### src/hdl/island_pkg.sv
// Safety island interconnect package
// Bus widths, address map, OBI-style request/response structs,
// the address decode union and the boot mode encoding
package island_pkg;

  localparam int unsigned DataWidth = 32;
  localparam int unsigned AddrWidth = 32;

  // Memory sizes
  localparam int unsigned BankNumBytes = 1024;
  localparam int unsigned RomNumWords  = 32;

  // ------------------------------------------------------------
  // Address map, offsets from the island base
  // ------------------------------------------------------------
  localparam logic [AddrWidth-1:0] Bank0Offset  = 32'h0000_0000;
  localparam logic [AddrWidth-1:0] Bank1Offset  = 32'h0000_0400;
  localparam logic [AddrWidth-1:0] PeriphOffset = 32'h0000_1000;
  localparam logic [AddrWidth-1:0] PeriphSize   = 32'h0000_1000;

  // Inside the peripheral region
  localparam logic [AddrWidth-1:0] SocCtrlOffset = 32'h0000_0000;
  localparam logic [AddrWidth-1:0] SocCtrlSize   = 32'h0000_0100;
  localparam logic [AddrWidth-1:0] BootRomOffset = 32'h0000_0100;
  localparam logic [AddrWidth-1:0] BootRomSize   = 32'h0000_0080;

  // Read value of the error response
  localparam logic [DataWidth-1:0] ErrRspData = 32'hBADC_AB1E;

  // Field split of an island-relative address, 1 KiB regions
  localparam int unsigned ByteOffWidth = 2;
  localparam int unsigned WordIdxWidth = 8;
  localparam int unsigned RegionWidth  = 3;
  localparam int unsigned TagWidth     = AddrWidth - RegionWidth - WordIdxWidth - ByteOffWidth;
  localparam int unsigned RegionLsb    = ByteOffWidth + WordIdxWidth;

  localparam logic [RegionWidth-1:0] Bank0Region  = Bank0Offset[RegionLsb +: RegionWidth];
  localparam logic [RegionWidth-1:0] Bank1Region  = Bank1Offset[RegionLsb +: RegionWidth];
  localparam logic [RegionWidth-1:0] PeriphRegion = PeriphOffset[RegionLsb +: RegionWidth];

  typedef enum logic [1:0] {
    Default   = 2'd0,
    Jtag      = 2'd1,
    Preloaded = 2'd2
  } bootmode_e;

  // ------------------------------------------------------------
  // Bus structs
  // ------------------------------------------------------------
  typedef struct packed {
    logic                   req;
    logic                   we;
    logic [DataWidth/8-1:0] be;
    logic [AddrWidth-1:0]   addr;
    logic [DataWidth-1:0]   wdata;
  } obi_req_t;

  typedef struct packed {
    logic                 gnt;
    logic                 rvalid;
    logic [DataWidth-1:0] rdata;
    logic                 err;
  } obi_rsp_t;

  typedef struct packed {
    logic [TagWidth-1:0]     tag;
    logic [RegionWidth-1:0]  region;
    logic [WordIdxWidth-1:0] word_idx;
    logic [ByteOffWidth-1:0] byte_off;
  } addr_fields_t;

  // Flat view for range compares, field view for region decode
  typedef union packed {
    logic [AddrWidth-1:0] flat;
    addr_fields_t         fields;
  } addr_u;

endpackage
### src/hdl/soc_ctrl_regs.sv
// SoC control registers
// Boot address, fetch enable and the boot mode captured in the
// first cycle after reset
module soc_ctrl_regs #(
  parameter logic [island_pkg::AddrWidth-1:0] BootAddrDefault = 32'h0000_1100
) (
  input  logic                             clk_i,
  input  logic                             rst_ni,
  input  island_pkg::obi_req_t             req_i,
  output island_pkg::obi_rsp_t             rsp_o,
  input  island_pkg::bootmode_e            bootmode_i,
  input  logic                             fetch_enable_i,
  output logic                             fetch_enable_o,
  output logic [island_pkg::AddrWidth-1:0] boot_addr_o
);

  // Word offsets of the registers
  localparam logic [5:0] RegBootAddr = 6'd0;
  localparam logic [5:0] RegFetchEn  = 6'd1;
  localparam logic [5:0] RegBootMode = 6'd2;

  logic [island_pkg::AddrWidth-1:0] boot_addr_q;
  logic                             fetchen_q;
  island_pkg::bootmode_e            bootmode_q;
  logic                             first_cycle_q;
  logic [5:0]                       reg_idx;
  logic [island_pkg::DataWidth-1:0] rdata_d, rdata_q;
  logic                             err_d, err_q, rvalid_q, wr_en;

  assign reg_idx = req_i.addr[7:2];

  always_comb begin
    rdata_d = '0;
    err_d   = 1'b0;
    case (reg_idx)
      RegBootAddr: rdata_d = boot_addr_q;
      RegFetchEn:  rdata_d[0] = fetchen_q;
      RegBootMode: begin
        rdata_d[1:0] = bootmode_q;
        err_d        = req_i.we;
      end
      default: err_d = 1'b1;
    endcase
  end

  assign wr_en = req_i.req && req_i.we && !err_d;

  always_ff @(posedge clk_i or negedge rst_ni) begin
    if (!rst_ni) begin
      first_cycle_q <= 1'b1;
      boot_addr_q   <= BootAddrDefault;
      fetchen_q     <= 1'b0;
      bootmode_q    <= island_pkg::Default;
      rvalid_q      <= 1'b0;
    end else begin
      first_cycle_q <= 1'b0;
      rvalid_q      <= req_i.req;
      // Hardware capture, a bus write in the same cycle wins
      if (first_cycle_q) begin
        bootmode_q <= bootmode_i;
        fetchen_q  <= (bootmode_i == island_pkg::Jtag);
      end
      if (wr_en && reg_idx == RegBootAddr) begin
        for (int b = 0; b < island_pkg::DataWidth / 8; b++) begin
          if (req_i.be[b]) begin
            boot_addr_q[8*b +: 8] <= req_i.wdata[8*b +: 8];
          end
        end
      end
      if (wr_en && reg_idx == RegFetchEn && req_i.be[0]) begin
        fetchen_q <= req_i.wdata[0];
      end
    end
  end

  always_ff @(posedge clk_i) begin
    if (req_i.req) begin
      rdata_q <= rdata_d;
      err_q   <= err_d;
    end
  end

  assign rsp_o.gnt    = req_i.req;
  assign rsp_o.rvalid = rvalid_q;
  assign rsp_o.rdata  = rdata_q;
  assign rsp_o.err    = err_q;

  assign fetch_enable_o = fetchen_q | fetch_enable_i;
  assign boot_addr_o    = boot_addr_q;

  // Capture window opens on reset release and closes one cycle later
  assert property (@(posedge clk_i) $rose(rst_ni) |-> first_cycle_q ##1 !first_cycle_q)
    else $error("first-cycle flag not exactly one cycle");

endmodule

### config.mk
export PLATFORM = sky130hd
export DESIGN_NAME = soc_ctrl_regs
export DESIGN_NICKNAME = d
export VERILOG_FILES = /design/src/hdl/island_pkg.sv /design/src/hdl/soc_ctrl_regs.sv
export SDC_FILE = /design/constraint.sdc
export NUM_CORES = 1
export LEC_CHECK = 0
export BUFFER_PORTS_ARGS = -buffer_cell sky130_fd_sc_hd__buf_4
export CAP_MARGIN = 30
export CORE_AREA = 2 2 86 88
export DETAILED_ROUTE_END_ITERATION = 16
export DIE_AREA = 0 0 88 90
export PLACE_DENSITY = 0.85
export SYNTH_ARGS = -nofsm -noshare
export SYNTH_HDL_FRONTEND = slang
export SYNTH_SLANG_ARGS = --single-unit
### constraint.sdc
create_clock -name clk_i -period 1 [get_ports clk_i]
set_input_delay 0.15 -clock clk_i [delete_from_list [all_inputs] [get_ports clk_i]]
set_output_delay 0.15 -clock clk_i [all_outputs]
set_load 0.01 [all_outputs]
==> summary.txt <==
Run status
  • Status: complete, but fails checks
  • Failing checks: negative setup slack

Cells and area
  • Fillcell total: 472
  • Utilization after layout: 68.9%
  • Design area: 4830 um^2
  • FF+latch area: 1920 um^2
  • Antenna diode count: 0
  • Filler-free cell count of the finished design: 447
  • Layout area overhead: 75.8%
  • Share of layout cells above drive strength 1: 67.5%
  • Layout Nets: 418
  • Multi-input gate area: 917 um^2

Detailed routing
  • DR pass1 iterations: 4
  • Antenna viol nets, final: 0
  • Met1 WL: 2830 um
  • DRT iter0 DRCs: 69
  • Total wire length: 7330 um
  • Met3 WL: 425 um
  • Avg WL per Cell: 16.4 um
  • DR WL met2: 3990 um
  • DR top layer: met4
  • Via Count: 2085
  • Vias/cell: 4.66
  • DRC Markers: 0

Pwr
  • P_sw: 1.45 mW
  • Pint: 5.16 mW
  • Comb power frac: 13.5%
  • Register share of total power: 48.8%
  • PD cells: 1370 nW/um^2
  • Switching fraction of total power: 21.9%
  • Clock Power Share: 37.7%
  • VDD IR max: 851 uV
  • Power consumption: 6.61 mW
  • Leakage power figure: 2.37 nW

Run
  • MaxCap Viol Count: 0

Clock tree
  • TritonCTS clock tree: built
  • H-tree depth: 3
  • Worst-path clk slew: 0.07 ns
  • Skew-Pair Late Insertion Delay: 0.33 ns
  • CTS sink cnt: 70
  • CTS Buf Count: 9
  • Max clock buf depth: 2
  • Root buf cell: clkbuf_8

Timing
  • Final hold vios: 0
  • Final setup violation count: 75
  • FMAX: 0.747 GHz
  • Tmin final: 1.34 ns
  • RSZ-0062 raised after global routing: true
  • Fin crit share: 134%
  • WHS: 0.0433 ns
  • Skew final: 0.00490 ns
  • Setup slack after layout: -0.338 ns
  • TNS Setup: -9.08 ns
  • Slew Limit Fails: 0

Global route
  • Number of global-route vias before repair: 2103
  • Initial antenna violation count: 0
  • First-pass GRT wire length: 11100 um
  • Gr ovfl total: 0
  • Largest net degree at the start of global routing: 38
  • GRT Total Usage: 18.7%

Critical path
  • CP Max Fanout: 4
  • Crit end category: register
  • Worst EP arrival: 1.56 ns
  • Worst EP required: 1.22 ns
  • R2R Setup Slk: -0.04 ns
  • Critical path class: in2reg
  • Startpoint Class: primary input

Placed design
  • Pre-CTS setup slack: -0.826 ns
  • Gpl congestion: 0.735
  • Post-DP HPWL: 4670 um
  • Port Buffers: 116
  • Placed insts: 399
  • Post-DP Area: 3890 um^2

Synthesis
  • Async SR Flop Fraction: 52.9%
  • Top_reg_cell synth: dfrtp_1
  • Register area share after synthesis: 69.8%
  • Flops & latches, synth: 70
  • Number of flops mapped to enable cells by yosys: 33
  • Synthesized instance count: 173
  • Post-synth top area share: 36.0%
  • Synth unique cells: 25
  • Yosys top cell by area: edfxtp_1
  • Synthesized area: 2750 um^2
  • Synth area leaders: edfxtp_1, dfrtp_1, mux2_2, and3_1, dfstp_2
  • Net Count, Synth: 248
  • Ys Warns: 0
  • Mean post-synth cell area: 15.9 um^2

Hold path
  • Min-delay worst type: in2reg

Die
  • Die X: 88 um
  • Rows: 31
  • Initial Util: 39.2%
  • Die area: 7920 um^2
  • I/O pins: 143
  • Core Region: 7020 um^2
  • Chip height: 90 um
-- metal layers --
metal	GRT usage (%)	vias to the layer above
met3	5.88	11
met2	31.9	71
met5	0	-
met1	22.8	1028
met4	4.36	0
li1	-	975
-- power groups by stage --
stage / sequential [mW] / combinational, mW / clock, mW
after floorplan: 3.31 / 0.155 / 0
after global placement: 3.27 / 0.646 / 0
after detailed placement: 3.27 / 0.661 / 0
after CTS: 3.22 / 0.866 / 2.53
after global routing: 3.24 / 0.950 / 2.68
final: 3.23 / 0.892 / 2.49
-- layout make-up --
class / count / area share [%]
inverters: 5 / 0.388
well taps: 99 / 2.56
repair buffers: 170 / 33.7
flip-flops and latches: 70 / 39.7
clock buffers: 10 / 2.85
clock inverters: 6 / 1.76
multi-input cells: 87 / 19.0
-- path summary, 6_finish.rpt --
path                       depth (start not counted)               to          start
max in group asynchronous                          2  boot_addr_o[12]         rst_ni
setup / recovery                                   5  boot_addr_o[25]      req_i[36]
min in group asynchronous                          2  boot_addr_o[25]         rst_ni
setup reg to reg                                   4        fetchen_q      fetchen_q
hold / removal                                     2  boot_addr_o[24]      req_i[24]
hold reg to reg                                    1    bootmode_q[1]  bootmode_q[1]
-- cell usage after synthesis, types with 2 or more instances --
master / count
inv_1: 5
mux2i_1: 2
edfxtp_1: 33
dfstp_2: 3
dfrtp_1: 34
o21ai_0: 2
nor4_4: 3
and3_1: 31
buf_4: 3
mux2_2: 33
nor2_1: 2
nand3b_1: 2
nand2_1: 2
clkbuf_1: 7
-- worst max-delay path: stages --
cell and delay [ns]:
buf_6 0.09, or4_4 0.61, nor4_4 0.19, buf_4 0.21
mux2_4 0.30
-- sequential cells by signal, summed over array words and instances (netlist names) --
register and count:
boot_addr_o 32, rdata_q 32, bootmode_q 2, err_q 1, fetchen_q 1, first_cycle_q 1, rvalid_q 1
-- layout by cell type (no fill, tap or decap), types with 2 or more instances in the layout --
cell	netlist	layout
buf_6	0	72
clkinvlp_4	0	2
nand3b_1	2	2
clkinv_2	0	2
edfxtp_1	33	33
buf_4	3	92
inv_1	5	5
mux2i_1	2	2
buf_12	0	2
dfstp_2	3	3
and3_4	0	4
clkbuf_8	0	10
mux2_2	33	7
buf_16	0	2
o21ai_0	2	2
dfrtp_1	34	34
and3_1	31	27
bufinv_16	0	2
mux2_4	0	27
nor4_4	3	4
-- what timing repair did --
action | in CTS | in global routing
setup buffers | 26 | 2
gates resized for setup | 92 | 20
hold buffers | 1 | 0
endpoints found under the hold margin | 34 | 0
pin swaps | 6 | 7
gates cloned | 3 | 1
endpoints found under the setup margin | 126 | 134
-- kinds of logic after synthesis --
| kind of cell | Yosys count | share of synthesized area [%] |
|---|---|---|
| flip-flops | 70 | 69.8 |
| AND/OR/NAND/NOR | 46 | 11.9 |
| other | 1 | 0.136 |
| multiplexers | 36 | 14.6 |
| AO/OA/AOI/OAI | 4 | 0.865 |
| buffers and inverters | 16 | 2.64 |
Power figures use the tool's default switching activity.
