==> src/hdl/island_pkg.sv <==
// Safety island interconnect package
// Bus widths, address map, OBI-style request/response structs,
// the address decode union and the boot mode encoding
package island_pkg;

  localparam int unsigned DataWidth = 32;
  localparam int unsigned AddrWidth = 32;

  // Memory sizes
  localparam int unsigned BankNumBytes = 1024;
  localparam int unsigned RomNumWords  = 32;

  // ------------------------------------------------------------
  // Address map, offsets from the island base
  // ------------------------------------------------------------
  localparam logic [AddrWidth-1:0] Bank0Offset  = 32'h0000_0000;
  localparam logic [AddrWidth-1:0] Bank1Offset  = 32'h0000_0400;
  localparam logic [AddrWidth-1:0] PeriphOffset = 32'h0000_1000;
  localparam logic [AddrWidth-1:0] PeriphSize   = 32'h0000_1000;

  // Inside the peripheral region
  localparam logic [AddrWidth-1:0] SocCtrlOffset = 32'h0000_0000;
  localparam logic [AddrWidth-1:0] SocCtrlSize   = 32'h0000_0100;
  localparam logic [AddrWidth-1:0] BootRomOffset = 32'h0000_0100;
  localparam logic [AddrWidth-1:0] BootRomSize   = 32'h0000_0080;

  // Read value of the error response
  localparam logic [DataWidth-1:0] ErrRspData = 32'hBADC_AB1E;

  // Field split of an island-relative address, 1 KiB regions
  localparam int unsigned ByteOffWidth = 2;
  localparam int unsigned WordIdxWidth = 8;
  localparam int unsigned RegionWidth  = 3;
  localparam int unsigned TagWidth     = AddrWidth - RegionWidth - WordIdxWidth - ByteOffWidth;
  localparam int unsigned RegionLsb    = ByteOffWidth + WordIdxWidth;

  localparam logic [RegionWidth-1:0] Bank0Region  = Bank0Offset[RegionLsb +: RegionWidth];
  localparam logic [RegionWidth-1:0] Bank1Region  = Bank1Offset[RegionLsb +: RegionWidth];
  localparam logic [RegionWidth-1:0] PeriphRegion = PeriphOffset[RegionLsb +: RegionWidth];

  typedef enum logic [1:0] {
    Default   = 2'd0,
    Jtag      = 2'd1,
    Preloaded = 2'd2
  } bootmode_e;

  // ------------------------------------------------------------
  // Bus structs
  // ------------------------------------------------------------
  typedef struct packed {
    logic                   req;
    logic                   we;
    logic [DataWidth/8-1:0] be;
    logic [AddrWidth-1:0]   addr;
    logic [DataWidth-1:0]   wdata;
  } obi_req_t;

  typedef struct packed {
    logic                 gnt;
    logic                 rvalid;
    logic [DataWidth-1:0] rdata;
    logic                 err;
  } obi_rsp_t;

  typedef struct packed {
    logic [TagWidth-1:0]     tag;
    logic [RegionWidth-1:0]  region;
    logic [WordIdxWidth-1:0] word_idx;
    logic [ByteOffWidth-1:0] byte_off;
  } addr_fields_t;

  // Flat view for range compares, field view for region decode
  typedef union packed {
    logic [AddrWidth-1:0] flat;
    addr_fields_t         fields;
  } addr_u;

endpackage
==> src/hdl/main_xbar.sv <==
// Main crossbar of the safety island
// Two managers, three subordinates plus an internal error response.
// Round-robin arbitration per subordinate on contention
module main_xbar #(
  parameter logic [island_pkg::AddrWidth-1:0] BaseAddr = 32'h0000_0000
) (
  input  logic                       clk_i,
  input  logic                       rst_ni,
  input  island_pkg::obi_req_t [1:0] mgr_req_i,
  output island_pkg::obi_rsp_t [1:0] mgr_rsp_o,
  output island_pkg::obi_req_t       bank0_req_o,
  input  island_pkg::obi_rsp_t       bank0_rsp_i,
  output island_pkg::obi_req_t       bank1_req_o,
  input  island_pkg::obi_rsp_t       bank1_rsp_i,
  output island_pkg::obi_req_t       periph_req_o,
  input  island_pkg::obi_rsp_t       periph_rsp_i
);

  localparam int unsigned NumMgr = 2;
  localparam int unsigned NumTgt = 3;

  typedef enum logic [1:0] {TgtBank0, TgtBank1, TgtPeriph, TgtErr} tgt_e;

  tgt_e [NumMgr-1:0]                 tgt;
  logic [NumMgr-1:0]                 gnt;
  tgt_e [NumMgr-1:0]                 sel_q;
  logic [NumMgr-1:0]                 sel_valid_q;
  island_pkg::obi_req_t [NumTgt-1:0] tgt_req;
  island_pkg::obi_rsp_t [NumTgt-1:0] tgt_rsp;
  logic [NumTgt-1:0][NumMgr-1:0]     hit;
  // Winning manager per target, and the manager holding priority
  logic [NumTgt-1:0]                 win;
  logic [NumTgt-1:0]                 rr_q;

  assign bank0_req_o  = tgt_req[TgtBank0];
  assign bank1_req_o  = tgt_req[TgtBank1];
  assign periph_req_o = tgt_req[TgtPeriph];
  assign tgt_rsp      = {periph_rsp_i, bank1_rsp_i, bank0_rsp_i};

  // ------------------------------------------------------------
  // Address decode
  // ------------------------------------------------------------
  for (genvar m = 0; m < NumMgr; m++) begin : gen_decode
    island_pkg::addr_u off;

    assign off.flat = mgr_req_i[m].addr - BaseAddr;

    always_comb begin
      tgt[m] = TgtErr;
      if (off.flat < island_pkg::PeriphOffset + island_pkg::PeriphSize) begin
        if (off.fields.region == island_pkg::Bank0Region) begin
          tgt[m] = TgtBank0;
        end else if (off.fields.region == island_pkg::Bank1Region) begin
          tgt[m] = TgtBank1;
        end else if (off.fields.region >= island_pkg::PeriphRegion) begin
          tgt[m] = TgtPeriph;
        end
      end
    end
  end

  // ------------------------------------------------------------
  // Per-target arbitration
  // ------------------------------------------------------------
  for (genvar t = 0; t < NumTgt; t++) begin : gen_arb
    for (genvar m = 0; m < NumMgr; m++) begin : gen_hit
      assign hit[t][m] = mgr_req_i[m].req && (tgt[m] == tgt_e'(t));
    end

    assign win[t] = (&hit[t]) ? rr_q[t] : hit[t][1];

    always_comb begin
      tgt_req[t]     = mgr_req_i[win[t]];
      tgt_req[t].req = |hit[t];
    end

    // Loser of a contended grant gets priority next time
    always_ff @(posedge clk_i or negedge rst_ni) begin
      if (!rst_ni) begin
        rr_q[t] <= 1'b0;
      end else if ((&hit[t]) && tgt_rsp[t].gnt) begin
        rr_q[t] <= ~win[t];
      end
    end
  end

  // ------------------------------------------------------------
  // Grant and response return
  // ------------------------------------------------------------
  for (genvar m = 0; m < NumMgr; m++) begin : gen_rsp
    always_comb begin
      if (tgt[m] == TgtErr) begin
        // Unmapped addresses are answered here
        gnt[m] = mgr_req_i[m].req;
      end else begin
        gnt[m] = (win[tgt[m]] == 1'(m)) && tgt_rsp[tgt[m]].gnt;
      end
    end

    always_ff @(posedge clk_i or negedge rst_ni) begin
      if (!rst_ni) begin
        sel_valid_q[m] <= 1'b0;
        sel_q[m]       <= TgtErr;
      end else begin
        sel_valid_q[m] <= gnt[m];
        sel_q[m]       <= tgt[m];
      end
    end

    always_comb begin
      mgr_rsp_o[m]     = '0;
      mgr_rsp_o[m].gnt = gnt[m];
      if (sel_valid_q[m]) begin
        if (sel_q[m] == TgtErr) begin
          mgr_rsp_o[m].rvalid = 1'b1;
          mgr_rsp_o[m].rdata  = island_pkg::ErrRspData;
          mgr_rsp_o[m].err    = 1'b1;
        end else begin
          mgr_rsp_o[m].rvalid = tgt_rsp[sel_q[m]].rvalid;
          mgr_rsp_o[m].rdata  = tgt_rsp[sel_q[m]].rdata;
          mgr_rsp_o[m].err    = tgt_rsp[sel_q[m]].err;
        end
      end
    end

    assert property (@(posedge clk_i) disable iff (!rst_ni)
      mgr_rsp_o[m].gnt |-> mgr_req_i[m].req)
      else $error("gnt without req on manager %0d", m);

    // Every subordinate answers exactly one cycle after the grant
    assert property (@(posedge clk_i) disable iff (!rst_ni)
      mgr_rsp_o[m].gnt |=> mgr_rsp_o[m].rvalid)
      else $error("missing rvalid after gnt on manager %0d", m);
  end

endmodule

==> config.mk <==
export PLATFORM = sky130hd
export DESIGN_NAME = main_xbar
export DESIGN_NICKNAME = d
export VERILOG_FILES = /design/src/hdl/island_pkg.sv /design/src/hdl/main_xbar.sv
export SDC_FILE = /design/constraint.sdc
export NUM_CORES = 1
export LEC_CHECK = 0
export ABC_AREA = 1
export CORE_AREA = 2 2 205 207
export CTS_CLUSTER_SIZE = 30
export DETAILED_ROUTE_END_ITERATION = 8
export DIE_AREA = 0 0 207 209
export DONT_BUFFER_PORTS = 1
export GPL_ROUTABILITY_DRIVEN = 0
export PLACE_DENSITY_LB_ADDON = 0.08
export SKIP_CTS_REPAIR_TIMING = 1
export SLEW_MARGIN = 30
export SYNTH_ARGS = -nofsm -noshare
export SYNTH_HDL_FRONTEND = slang
export SYNTH_SLANG_ARGS = --single-unit
export TNS_END_PERCENT = 1
==> constraint.sdc <==
create_clock -name clk_i -period 2.2 [get_ports clk_i]
set_input_delay 0.33 -clock clk_i [delete_from_list [all_inputs] [get_ports clk_i]]
set_output_delay 0.33 -clock clk_i [all_outputs]
set_load 0.02 [all_outputs]
==> flow_metrics.tcl <==
set metrics [dict create \
    yosys.area.top_type "nand2_1" \
    pwr-share-comb 0.685 \
    slew_violations 0 \
    grt_max_degree 52 \
    clock-sinks 9 \
    fmax_mhz 432 \
    chipWidth_um 207 \
    synth-seq-cells 9 \
    synth.distinct_cells 28 \
    endpoint_kind "output pin" \
    ff2ff_setup_slack_ns 0.67 \
    io_pins 527 \
    synth_top_family_by_area "simple AND/OR/NAND/NOR gates" \
    internal_power_mw 0.803 \
    dp_hpwl_mm 24.4 \
    grt_pass1_wl_mm 42.0 \
    antenna_found_initial 1 \
    drive_gt1_frac 0.346 \
    min_to "rr_q[1]" \
    crit_type "input port to output pin" \
    peakVddDrop_mv 0.170 \
    syn_inst 886 \
    utilization 0.177 \
    p_leak_nw 3.84 \
    timing_hold_violations_final 0 \
    final_nets 1329 \
    cts_tree "yes" \
    syn_avg_cell_area_um2 4.77 \
    area_delta_synth_final_pct 72.8 \
    p_sw_frac 0.479 \
    ant_nets 0 \
    cp.required_ns 1.87 \
    drt-wirelength-per-cell_um 18.8 \
    cts_made_buffers 3 \
    violations "negative setup slack" \
    die_h_um 209 \
    yosysWarnings 0 \
    cts_max_level 1 \
    r2r-end "sel_valid_q[1]" \
    outcome "finished with violations" \
    clk_pin_slew_ns 0.04 \
    drc 0 \
    synth_area_leaders "nand2_1 23%, a21oi_1 11%, nor2_1 10%" \
    r2r-start "rr_q[2]" \
    grt-ovfl-total 0 \
    synthMuxAreaShare 0 \
    final_cell_mix "250 x nand2_1, 215 x buf_4, 107 x inv_1" \
    root_buffer "clkbuf_16" \
    synthAdderAreaFrac 0 \
    syn-num-nets 1133 \
    rows 75 \
    crit_arrival_ns 1.98 \
    timing.hold.ws_ns 0.272 \
    setup_slack_ns -0.114 \
    routed_via_density 4.19 \
    clk_path_buf_depth 2 \
    num_antenna_cells 0 \
    total_power_mw 1.54 \
    drv_cap 0 \
    fin_crit_ns 2.31 \
    tightest_slew_ns 0.506 \
    core_um2 41300 \
    num_vias 6791 \
    power_density_nw_per_um2 211 \
    final_cell_area_um2 7300 \
    die_area_um2 43300 \
    fin_skew_ns 0.00172 \
    netlist_area_um2 4230 \
    synth-simple-area-share 0.379 \
    synth_compound_area_frac 0.376 \
    synth_xor_area_frac 0.00622 \
    hp-class "input port to flop" \
    drt_first_pass_iters 5 \
    synth_top_area_share 0.229 \
    fin_crit_sh 1.05 \
    grt_pass1_vias 6280 \
    start_util 0.102 \
    portBuffers 0 \
    whs_path_depth 2 \
    placed_area_um2 6630 \
    max_slew_margin 0.662 \
    synth-seq-area-share 0.0545 \
    track_usage 0.124 \
    p_sw_mw 0.739 \
    wl_mm 30.5 \
    drtIter0Drc 379 \
    pwr-share-clk 0.205 \
    rsz0062_at_grt "true" \
    seqPwrFrac 0.109 \
    setup-violations-final 111 \
    holdCritStartpoint "bank1_rsp_i[34]" \
    insertion_delay_ns 0.23 \
    final_common_cell "nand2_1" \
    reg2regPathDepth 8 \
    start_kind "input port" \
    cp_max_fo 25 \
]
==> Yosys cell counts <==
library cell and n:
nor2_1 117, buf_2 12, dfrtp_1 5, nand4_1 3, buf_6 10, clkbuf_1 47, o21ai_0 72, o21ai_1 73
inv_1 109, a21oi_1 95, clkbuf_2 1, nand2_1 258, o21ai_2 1, nor3_4 1, nand3_1 11, nand3b_1 1
clkinv_1 4, nor3_1 3, o22ai_1 1, nor2_4 1, nor2_2 3, nand2_2 4, a221oi_1 42, or2_1 1
dfstp_2 4, a31oi_1 1, xor2_1 3, or2_2 3
==> per-stage QoR <==
step,worst slack (ns),cells,TNS [ns]
final,-0.114,1620,-5.18
after global routing,-0.245,1620,-29.08
after CTS,-0.244,1610,-23.42
after detailed placement,-0.240,1606,-22.13
after global placement,-0.275,1606,-28.11
after floorplan,0.0234,886,0
==> worst max-delay path by stage <==
stage                    from               end  slack, ns  cells after the start
2_1_floorplan  mgr_req_i[133]   bank1_req_o[29]       0.02                      9
3_3_place_gp   mgr_req_i[133]   bank0_req_o[27]      -0.27                     11
3_5_place_dp   mgr_req_i[133]  periph_req_o[42]      -0.24                     12
4_1_cts        mgr_req_i[133]  periph_req_o[42]      -0.24                     12
5_1_grt        mgr_req_i[133]   bank1_req_o[15]      -0.25                     11
6_report       mgr_req_i[133]   bank1_req_o[29]      -0.11                     11
==> critical path, stage by stage <==
cell and delay [ns]:
or2_1 0.21, nor2_1 0.10, nand2_1 0.09, nor2_4 0.11
buf_6 0.12, nand3_2 0.07, nor2_4 0.22, nand2_8 0.15
clkbuf_16 0.23, o21ai_1 0.15, buf_4 0.16
==> routing by layer <==
metal  vias to the layer above  part of all wire  global-route usage  routed length (um)
li1                       3287                 -                   -                   -
met4                         0            0.0056             0.00887                 170
met5                         -                 0                   0                   0
met2                       344              0.52               0.229               15900
met3                         8             0.090              0.0433                2750
met1                      3152              0.38               0.143               11700
==> kinds of logic (layout without fill, tap and decap cells) <==
logic type	count (synthesis)	count (layout)
buf+inv	183	377
xor+xnor	3	3
flops	9	9
compound gates	285	285
simple gates	406	407
==> area by class of cell <==
| cell class | instances | area (um^2) |
|---|---|---|
| Clock buffer | 4 | 78.8 |
| Sequential cell | 9 | 238 |
| Multi-Input combinational cell | 695 | 3580 |
| Timing Repair Buffer | 260 | 2310 |
| Tap cell | 539 | 674 |
| Inverter | 113 | 428 |
| Fill cell | 4908 | 34000 |
==> power groups by stage <==
| stage | Clock [mW] | Combinational, mW | Sequential (mW) |
|---|---|---|---|
| 5_1_grt | 0.331 | 1.14 | 0.169 |
| 3_3_place_gp | 0 | 1.01 | 0.171 |
| 4_1_cts | 0.323 | 1.00 | 0.169 |
| 2_1_floorplan | 0 | 0.605 | 0.171 |
| 6_report | 0.316 | 1.06 | 0.169 |
| 3_5_place_dp | 0 | 1.00 | 0.171 |
==> registers in the layout, indices dropped and copies added, names as in the netlist <==
name,flops
sel_valid_q,2
rr_q,3
sel_q,4
No activity file was read; power rests on OpenSTA's default activity.
