**src/hdl/island_pkg.sv**
```systemverilog
// Safety island interconnect package
// Bus widths, address map, OBI-style request/response structs,
// the address decode union and the boot mode encoding
package island_pkg;

  localparam int unsigned DataWidth = 32;
  localparam int unsigned AddrWidth = 32;

  // Memory sizes
  localparam int unsigned BankNumBytes = 1024;
  localparam int unsigned RomNumWords  = 32;

  // ------------------------------------------------------------
  // Address map, offsets from the island base
  // ------------------------------------------------------------
  localparam logic [AddrWidth-1:0] Bank0Offset  = 32'h0000_0000;
  localparam logic [AddrWidth-1:0] Bank1Offset  = 32'h0000_0400;
  localparam logic [AddrWidth-1:0] PeriphOffset = 32'h0000_1000;
  localparam logic [AddrWidth-1:0] PeriphSize   = 32'h0000_1000;

  // Inside the peripheral region
  localparam logic [AddrWidth-1:0] SocCtrlOffset = 32'h0000_0000;
  localparam logic [AddrWidth-1:0] SocCtrlSize   = 32'h0000_0100;
  localparam logic [AddrWidth-1:0] BootRomOffset = 32'h0000_0100;
  localparam logic [AddrWidth-1:0] BootRomSize   = 32'h0000_0080;

  // Read value of the error response
  localparam logic [DataWidth-1:0] ErrRspData = 32'hBADC_AB1E;

  // Field split of an island-relative address, 1 KiB regions
  localparam int unsigned ByteOffWidth = 2;
  localparam int unsigned WordIdxWidth = 8;
  localparam int unsigned RegionWidth  = 3;
  localparam int unsigned TagWidth     = AddrWidth - RegionWidth - WordIdxWidth - ByteOffWidth;
  localparam int unsigned RegionLsb    = ByteOffWidth + WordIdxWidth;

  localparam logic [RegionWidth-1:0] Bank0Region  = Bank0Offset[RegionLsb +: RegionWidth];
  localparam logic [RegionWidth-1:0] Bank1Region  = Bank1Offset[RegionLsb +: RegionWidth];
  localparam logic [RegionWidth-1:0] PeriphRegion = PeriphOffset[RegionLsb +: RegionWidth];

  typedef enum logic [1:0] {
    Default   = 2'd0,
    Jtag      = 2'd1,
    Preloaded = 2'd2
  } bootmode_e;

  // ------------------------------------------------------------
  // Bus structs
  // ------------------------------------------------------------
  typedef struct packed {
    logic                   req;
    logic                   we;
    logic [DataWidth/8-1:0] be;
    logic [AddrWidth-1:0]   addr;
    logic [DataWidth-1:0]   wdata;
  } obi_req_t;

  typedef struct packed {
    logic                 gnt;
    logic                 rvalid;
    logic [DataWidth-1:0] rdata;
    logic                 err;
  } obi_rsp_t;

  typedef struct packed {
    logic [TagWidth-1:0]     tag;
    logic [RegionWidth-1:0]  region;
    logic [WordIdxWidth-1:0] word_idx;
    logic [ByteOffWidth-1:0] byte_off;
  } addr_fields_t;

  // Flat view for range compares, field view for region decode
  typedef union packed {
    logic [AddrWidth-1:0] flat;
    addr_fields_t         fields;
  } addr_u;

endpackage
```
**src/hdl/periph_demux.sv**
```systemverilog
// Peripheral region demultiplexer
// Steers requests to the SoC control registers or the boot ROM,
// holes inside the region get the error response
module periph_demux #(
  parameter logic [island_pkg::AddrWidth-1:0] BaseAddr = 32'h0000_0000
) (
  input  logic                 clk_i,
  input  logic                 rst_ni,
  input  island_pkg::obi_req_t req_i,
  output island_pkg::obi_rsp_t rsp_o,
  output island_pkg::obi_req_t ctrl_req_o,
  input  island_pkg::obi_rsp_t ctrl_rsp_i,
  output island_pkg::obi_req_t rom_req_o,
  input  island_pkg::obi_rsp_t rom_rsp_i
);

  localparam logic [island_pkg::AddrWidth-1:0] PeriphBase = BaseAddr + island_pkg::PeriphOffset;

  typedef enum logic [1:0] {SelCtrl, SelRom, SelErr} sel_e;

  island_pkg::addr_u off;
  sel_e              sel, sel_q;
  logic              gnt, valid_q;

  assign off.flat = req_i.addr - PeriphBase;

  always_comb begin
    if (off.flat - island_pkg::SocCtrlOffset < island_pkg::SocCtrlSize) begin
      sel = SelCtrl;
    end else if (off.flat - island_pkg::BootRomOffset < island_pkg::BootRomSize) begin
      sel = SelRom;
    end else begin
      sel = SelErr;
    end
  end

  // Request path stays combinational
  always_comb begin
    ctrl_req_o     = req_i;
    ctrl_req_o.req = req_i.req && (sel == SelCtrl);
    rom_req_o      = req_i;
    rom_req_o.req  = req_i.req && (sel == SelRom);
    case (sel)
      SelCtrl: gnt = ctrl_rsp_i.gnt;
      SelRom:  gnt = rom_rsp_i.gnt;
      default: gnt = req_i.req;
    endcase
  end

  always_ff @(posedge clk_i or negedge rst_ni) begin
    if (!rst_ni) begin
      valid_q <= 1'b0;
      sel_q   <= SelErr;
    end else begin
      valid_q <= gnt;
      sel_q   <= sel;
    end
  end

  always_comb begin
    rsp_o     = '0;
    rsp_o.gnt = gnt;
    if (valid_q) begin
      case (sel_q)
        SelCtrl: begin
          rsp_o.rvalid = ctrl_rsp_i.rvalid;
          rsp_o.rdata  = ctrl_rsp_i.rdata;
          rsp_o.err    = ctrl_rsp_i.err;
        end
        SelRom: begin
          rsp_o.rvalid = rom_rsp_i.rvalid;
          rsp_o.rdata  = rom_rsp_i.rdata;
          rsp_o.err    = rom_rsp_i.err;
        end
        default: begin
          rsp_o.rvalid = 1'b1;
          rsp_o.rdata  = island_pkg::ErrRspData;
          rsp_o.err    = 1'b1;
        end
      endcase
    end
  end

endmodule

```
**config.mk**
```make
export PLATFORM = sky130hd
export DESIGN_NAME = periph_demux
export DESIGN_NICKNAME = d
export VERILOG_FILES = /design/src/hdl/island_pkg.sv /design/src/hdl/periph_demux.sv
export SDC_FILE = /design/constraint.sdc
export NUM_CORES = 1
export LEC_CHECK = 0
export BUFFER_PORTS_ARGS = -buffer_cell sky130_fd_sc_hd__buf_2
export CAP_MARGIN = 20
export CORE_AREA = 3 3 122 124
export DETAILED_ROUTE_END_ITERATION = 8
export DIE_AREA = 0 0 125 127
export PLACE_DENSITY = 0.58
export SYNTH_ARGS = -nofsm -noshare
export SYNTH_HDL_FRONTEND = slang
export SYNTH_SLANG_ARGS = --single-unit
```
**constraint.sdc**
```tcl
create_clock -name clk_i -period 8.63 [get_ports clk_i]
set_clock_uncertainty 0.1 [all_clocks]
set_input_delay 0.4315 -clock clk_i [delete_from_list [all_inputs] [get_ports clk_i]]
set_output_delay 0.4315 -clock clk_i [all_outputs]
set_load 0.05 [all_outputs]
```
==> results of run 1 <==
## Yosys cell counts, types with 5 or more instances
cell,instances,share of area
buf_4,139,0.38
nor2_1,29,0.040
mux2_2,21,0.087
o21a_1,21,0.058
mux2i_1,14,0.051
clkbuf_1,11,0.015
o21ai_0,8,0.015
xnor2_1,7,0.023
a21oi_1,6,0.011
inv_1,6,0.0083
nand2_1,6,0.0083
nand2b_1,6,0.014
nand3_1,6,0.011
nand4_1,6,0.014
nor3_1,6,0.011
nor4_1,6,0.014
nor4b_1,5,0.016
## routing by layer
metal | global-route usage | routed length, µm | up-vias
met3 | 0.04306 | 1076 | 28
li1 | - | - | 1223
met4 | 0.02934 | 221 | 0
met2 | 0.2082 | 5065 | 182
met1 | 0.1361 | 3928 | 1123
met5 | 0 | 0 | -
## state kept, by name (all words and copies together) (netlist names)
register  cells
sel_q         2
valid_q       1
## where the power goes
part           switching, mW  total [mW]  leakage (nW)  internal (mW)
clock                 0.0124      0.0734        0.0382         0.0610
combinational          0.108       0.153          1.20         0.0455
sequential         0.0000684      0.0145        0.0362         0.0144
total                  0.120       0.241          1.28          0.121
## through the flow
step	instance area (µm²)	instances	total power, mW	worst slack (ns)
2_1_floorplan	2721	368	0.2421	4.920
3_3_place_gp	2769	579	0.1680	4.691
3_5_place_dp	2769	579	0.1676	4.646
4_1_cts	2858	584	0.2423	4.630
5_1_grt	2858	584	0.2531	4.334
6_report	2858	584	0.2410	4.620
## cell usage in the layout (no fill, tap or decap), types with 3 or more instances in the layout
master,instances
a21oi_1,6
buf_2,184
clkbuf_16,3
inv_1,6
mux2_2,21
mux2i_1,14
nand2_1,6
nand2b_1,6
nand3_1,6
nand4_1,6
nor2_1,29
nor3_1,6
nor4_1,6
nor4b_1,5
o21a_1,21
o21ai_0,8
or2_2,3
or3_1,4
or4_1,4
xnor2_1,7
xor2_1,4
## worst max-delay path, stage by stage
cell	delay [ns]
buf_2	0.22
inv_1	0.07
ha_1	0.27
xor2_1	0.20
or4_1	0.55
a211o_1	0.33
o32ai_1	0.33
xor2_1	0.15
nand2b_1	0.17
o41a_1	0.32
o21ai_0	0.12
buf_2	0.31
## kinds of logic (layout without fill, tap and decap cells)
| family | after synthesis | in the layout | share of synthesized area |
|---|---|---|---|
| flip-flops | 3 | 3 | 0.02805 |
| buffers and inverters | 161 | 197 | 0.4175 |
| multiplexers | 35 | 35 | 0.1384 |
| AND/OR/NAND/NOR | 97 | 97 | 0.2078 |
| AO/OA/AOI/OAI | 59 | 59 | 0.1637 |
| adder cells (fa/ha/maj) | 2 | 2 | 0.009194 |
| XOR/XNOR | 11 | 11 | 0.03540 |
## final cells by class
class	count	area (µm²)	share of cell area
Clock buffer	4	78.83	0.02758
Inverter	6	22.52	0.007881
Multi-Input combinational cell	204	1509	0.5280
Sequential cell	3	76.32	0.02671
Tap cell	180	225.2	0.07881
Timing Repair Buffer	187	945.9	0.3310
## worst min-delay path by stage
stage                          from                 end  slack [ns]  depth (start not counted)
after floorplan              rst_ni  sel_q[0]$_DFF_PN0_        0.04                          0
after global placement       rst_ni   valid_q$_DFF_PN0_        0.13                          1
after detailed placement     rst_ni  sel_q[0]$_DFF_PN0_        0.13                          1
after CTS                 req_i[69]   valid_q$_DFF_PN0_        0.45                          3
after global routing         rst_ni   valid_q$_DFF_PN0_        0.47                          2
final                        rst_ni  sel_q[0]$_DFF_PN0_        0.45                          2
==> flow_metrics.env, run 1 <==
export IMPL_period_needed_ns=4.010
export IMPL_cellPowerDensity_nw_per_um2=84.32
export IMPL_ant_nets=0
export IMPL_drt_pass1_iter_count=4
export IMPL_cts_max_path_buffers=2
export IMPL_post_drt_via_cell_ratio=4.377
export IMPL_irDropWorstVdd_v=0.00005450
export IMPL_post_route_util=0.2059
export IMPL_min_path_type="input port to async pin"
export IMPL_h_tree_depth=1
export IMPL_tritoncts_num_buffers=3
export IMPL_antenna_found_initial=0
export IMPL_leakage_nw=1.278
export IMPL_place_detailed_hpwl_um=8915
export IMPL_critical_path_required_ns=8.10
export IMPL_number_of_vias_in_the_routed_layout=2556
export IMPL_cts_root_buf="clkbuf_16"
export IMPL_post_route_period_util=0.4647
export IMPL_initial_utilization=0.1961
export IMPL_edff_count_synth=0
export IMPL_synth_ff_latch_count=3
export IMPL_die_area_um2=15880
export IMPL_fp_row_count=43
export IMPL_finalNetCount=549
export IMPL_grt_setup_unrepaired="false"
export IMPL_crit_path_end="rsp_o[34]"
export IMPL_crit_path_start_kind="input port"
export IMPL_synth_cell_type_count=56
export IMPL_die_height_um=127
export IMPL_grt_start_max_net_pins=35
export IMPL_post_synth_instance_area_um2=2721
export IMPL_fin_hold_ws_ns=0.4514
export IMPL_yosys_warnings=0
export IMPL_timing_setup_tns_ns=0
export IMPL_syn_instance_count=368
export IMPL_cts_hold_buffers_added=1
export IMPL_synth_yosys_seq_area_share=0.02805
export IMPL_tightest_slew_ns=0.5542
export IMPL_gr_usage_all_layers=0.1180
export IMPL_cp_data_arrival_time_ns=3.48
export IMPL_wirelength_um=10290
export IMPL_crit_fanout=13
export IMPL_report_final_slew_viol_count=0
export IMPL_first_pass_grt_wire_length_um=14750
export IMPL_setup_viol_count_final=0
export IMPL_cts_setup_buffers=0
export IMPL_setup_worst_path_start="req_i[44]"
export IMPL_critical_path_class="input port to output pin"
export IMPL_top_level_ports=317
export IMPL_count_of_buffers_inserted_at_the_top_level_ports=184
export IMPL_syn_area_per_cell_um2=7.395
export IMPL_grt_overflow=0
export IMPL_final_hold_violation_count=0
export IMPL_routabilityCongestion=0.8756
export IMPL_n_fill_cell=1589
export IMPL_run_status="complete, no violations"
export IMPL_drt_first_iter_violations=139
export IMPL_horizontal_extent_of_the_die_um=125
export IMPL_route_detailed_wl_per_inst_um=17.62
export IMPL_cts_sink_count=3
export IMPL_drv_cap=0
export IMPL_drive_gt1_frac=0.5495
export IMPL_grt_pass1_vias=2490
export IMPL_post_cts_resized_instances=0
export IMPL_cts_tree="yes"
export IMPL_cts_reportedPaths_clkPinSlew_ns=0.03
export IMPL_core_region_area_um2=13880
export IMPL_achievable_frequency_ghz=0.2494
export IMPL_synth_async_reset_ratio=1.000
export IMPL_maxSlewHeadroom=0.6283
export IMPL_synth_main_ff_cell="dfrtp_1"
export IMPL_synthesis_nets=512
export IMPL_critPathCaptureType="output pin"
export IMPL_remaining_drc_errors=0
export IMPL_antenna_cells_inserted=0
export IMPL_area_growth_syn_to_layout_pct=5.011
No activity file was read; power rests on OpenSTA's default activity.
==> run 2, diff against run 1 <==
CORE_AREA = 3 3 123 125   (was 3 3 122 124)
DIE_AREA = 0 0 126 128   (was 0 0 125 127)
PLACE_DENSITY = 0.57   (was 0.58)
clock period = 3.9 ns   (was 8.63 ns; I/O delays follow)
==> run 2 against run 1 <==
Net effect: hold slack got worse by 0.25 ns; core utilization is 0.15 points lower; critical path depth stayed put; final area about the same; highest routed layer is now met5; sequential power up 150%; critical endpoint unchanged.
==> flow_metrics.env, run 2 (synthesis gave the netlist of run 1 again) <==
export IMPL_run_status="complete, no violations"
export IMPL_holdCritStartpoint="req_i[69]"
export IMPL_route_detailed_wl_per_inst_um=17.94
export IMPL_drv_cap=0
export IMPL_crit_fanout=13
export IMPL_achievable_frequency_ghz=0.2875
export IMPL_critPathCaptureType="output pin"
export IMPL_maxSlewHeadroom=0.4288
export IMPL_drt_pass1_iter_count=4
export IMPL_grt_start_max_net_pins=35
export IMPL_cts_reportedPaths_clkPinSlew_ns=0.03
export IMPL_met2WireLength_um=4932
export IMPL_antenna_cells_inserted=0
export IMPL_grt_overflow=0
export IMPL_layoutNonFillerInstCount=584
export IMPL_drt_first_iter_violations=135
export IMPL_remaining_drc_errors=0
export IMPL_critical_path_required_ns=3.61
export IMPL_tritoncts_num_buffers=3
export IMPL_largestRegisters="sel_q x2, valid_q x1"
export IMPL_flip_flop_and_latch_area_um2=77.57
export IMPL_setup_viol_count_final=0
export IMPL_top_level_ports=317
export IMPL_number_of_vias_in_the_routed_layout=2592
export IMPL_highest_layer="met5"
export IMPL_final_hold_violation_count=0
export IMPL_post_drt_via_cell_ratio=4.438
export IMPL_timing_setup_tns_ns=0
export IMPL_regMostFlops="sel_q"
export IMPL_first_pass_grt_wire_length_um=14950
export IMPL_area_growth_syn_to_layout_pct=5.057
export IMPL_route_layer_met1_wl_um=4003
export IMPL_fin_hold_ws_ns=0.2053
export IMPL_initial_utilization=0.1945
export IMPL_routabilityCongestion=0.9611
export IMPL_n_fill_cell=1626
export IMPL_layout_common_cells="184 x buf_2, 29 x nor2_1, 21 x mux2_2, 21 x o21a_1, 14 x mux2i_1"
export IMPL_h_tree_depth=1
export IMPL_cts_sink_count=3
export IMPL_irDropWorstVdd_v=0.00009437
export IMPL_crit_path_end="rsp_o[34]"
export IMPL_largest_register_ff_count=2
export IMPL_place_detailed_hpwl_um=9112
export IMPL_crit_path_start_kind="input port"
export IMPL_cp_data_arrival_time_ns=3.18
export IMPL_post_route_period_util=0.8919
export IMPL_antenna_found_initial=6
export IMPL_leakage_nw=1.276
export IMPL_count_of_buffers_inserted_at_the_top_level_ports=184
export IMPL_fp_row_count=43
export IMPL_postPlaceCellArea_um2=2770
export IMPL_core_region_area_um2=13990
export IMPL_min_path_type="input port to flip-flop"
export IMPL_critical_path_class="input port to output pin"
export IMPL_wirelength_um=10480
export IMPL_horizontal_extent_of_the_die_um=126
export IMPL_finalNetCount=549
export IMPL_cellPowerDensity_nw_per_um2=186.6
export IMPL_cts_max_path_buffers=2
export IMPL_gr_usage_all_layers=0.1196
export IMPL_ant_nets=0
export IMPL_placed_cells_incl_taps=579
export IMPL_grt_pass1_vias=2453
export IMPL_cts_root_buf="clkbuf_16"
export IMPL_cts_tree="yes"
export IMPL_die_height_um=128
export IMPL_fin_area_um2=2859
export IMPL_mostFrequentLayoutCell="buf_2"
export IMPL_die_area_um2=16130
export IMPL_report_final_slew_viol_count=0
export IMPL_multi_input_area_um2=1509
export IMPL_tightest_slew_ns=0.8569
export IMPL_drive_gt1_frac=0.5520
export IMPL_met3_wirelength_um=1348
export IMPL_grt_setup_unrepaired="false"
export IMPL_setup_worst_path_start="req_i[44]"
export IMPL_period_needed_ns=3.478
-- run 2: cell counts in the layout (fill, tap and decap cells not counted) --
Identical to the previous run, type by type.
-- run 2: worst max-delay path, stage by stage --
cell	delay, ns
buf_2	0.20
inv_1	0.07
ha_1	0.27
xor2_1	0.20
or4_1	0.55
a211o_1	0.33
o32ai_1	0.33
xor2_1	0.14
nand2b_1	0.16
o41a_1	0.32
o21ai_0	0.11
buf_2	0.31
-- run 2: power breakdown --
group	leakage [nW]	switching (mW)	internal (mW)
combinational	1.20	0.235	0.101
sequential	0.0345	0.00370	0.0318
clock	0.0382	0.0271	0.135
-- run 2: worst min-delay path by stage --
stage / endpoint / slack (ns) / cells after the start
finish: valid_q$_DFF_PN0_ / 0.21 / 3
CTS: valid_q$_DFF_PN0_ / 0.20 / 3
detailed placement: valid_q$_DFF_PN0_ / -0.11 / 1
floorplan: sel_q[0]$_DFF_PN0_ / -0.20 / 0
global placement: valid_q$_DFF_PN0_ / -0.11 / 1
global route: valid_q$_DFF_PN0_ / 0.22 / 2
-- run 2: metrics by stage --
step	utilization	power (mW)	worst slack, ns
after global placement	0.1980	0.3732	0.4496
final	0.2044	0.5335	0.4215
after global routing	0.2044	0.5630	0.04863
after detailed placement	0.1980	0.3733	0.4232
after floorplan	-	0.5358	0.6630
after CTS	0.2044	0.5388	0.4073
-- run 2: area by class of cell --
class	instances	area share
Multi-Input combinational cell	204	0.5278
Timing Repair Buffer	187	0.3309
Tap cell	180	0.07877
Clock buffer	4	0.02757
Sequential cell	3	0.02713
Inverter	6	0.007877
-- run 2: metal layers --
layer | track usage | vias up
met1 | 0.1489 | 1150
met3 | 0.04458 | 25
met5 | 0 | -
met2 | 0.1959 | 188
met4 | 0.02965 | 4
li1 | - | 1225
-- run 2: timing repair --
| action | 4_1_cts | 5_1_grt |
|---|---|---|
| resized for setup | 0 | 0 |
| hold buffers | 1 | 0 |
| setup buffers | 0 | 0 |
| setup endpoints to repair | 0 | 0 |
| endpoints found under the hold margin | 3 | 0 |
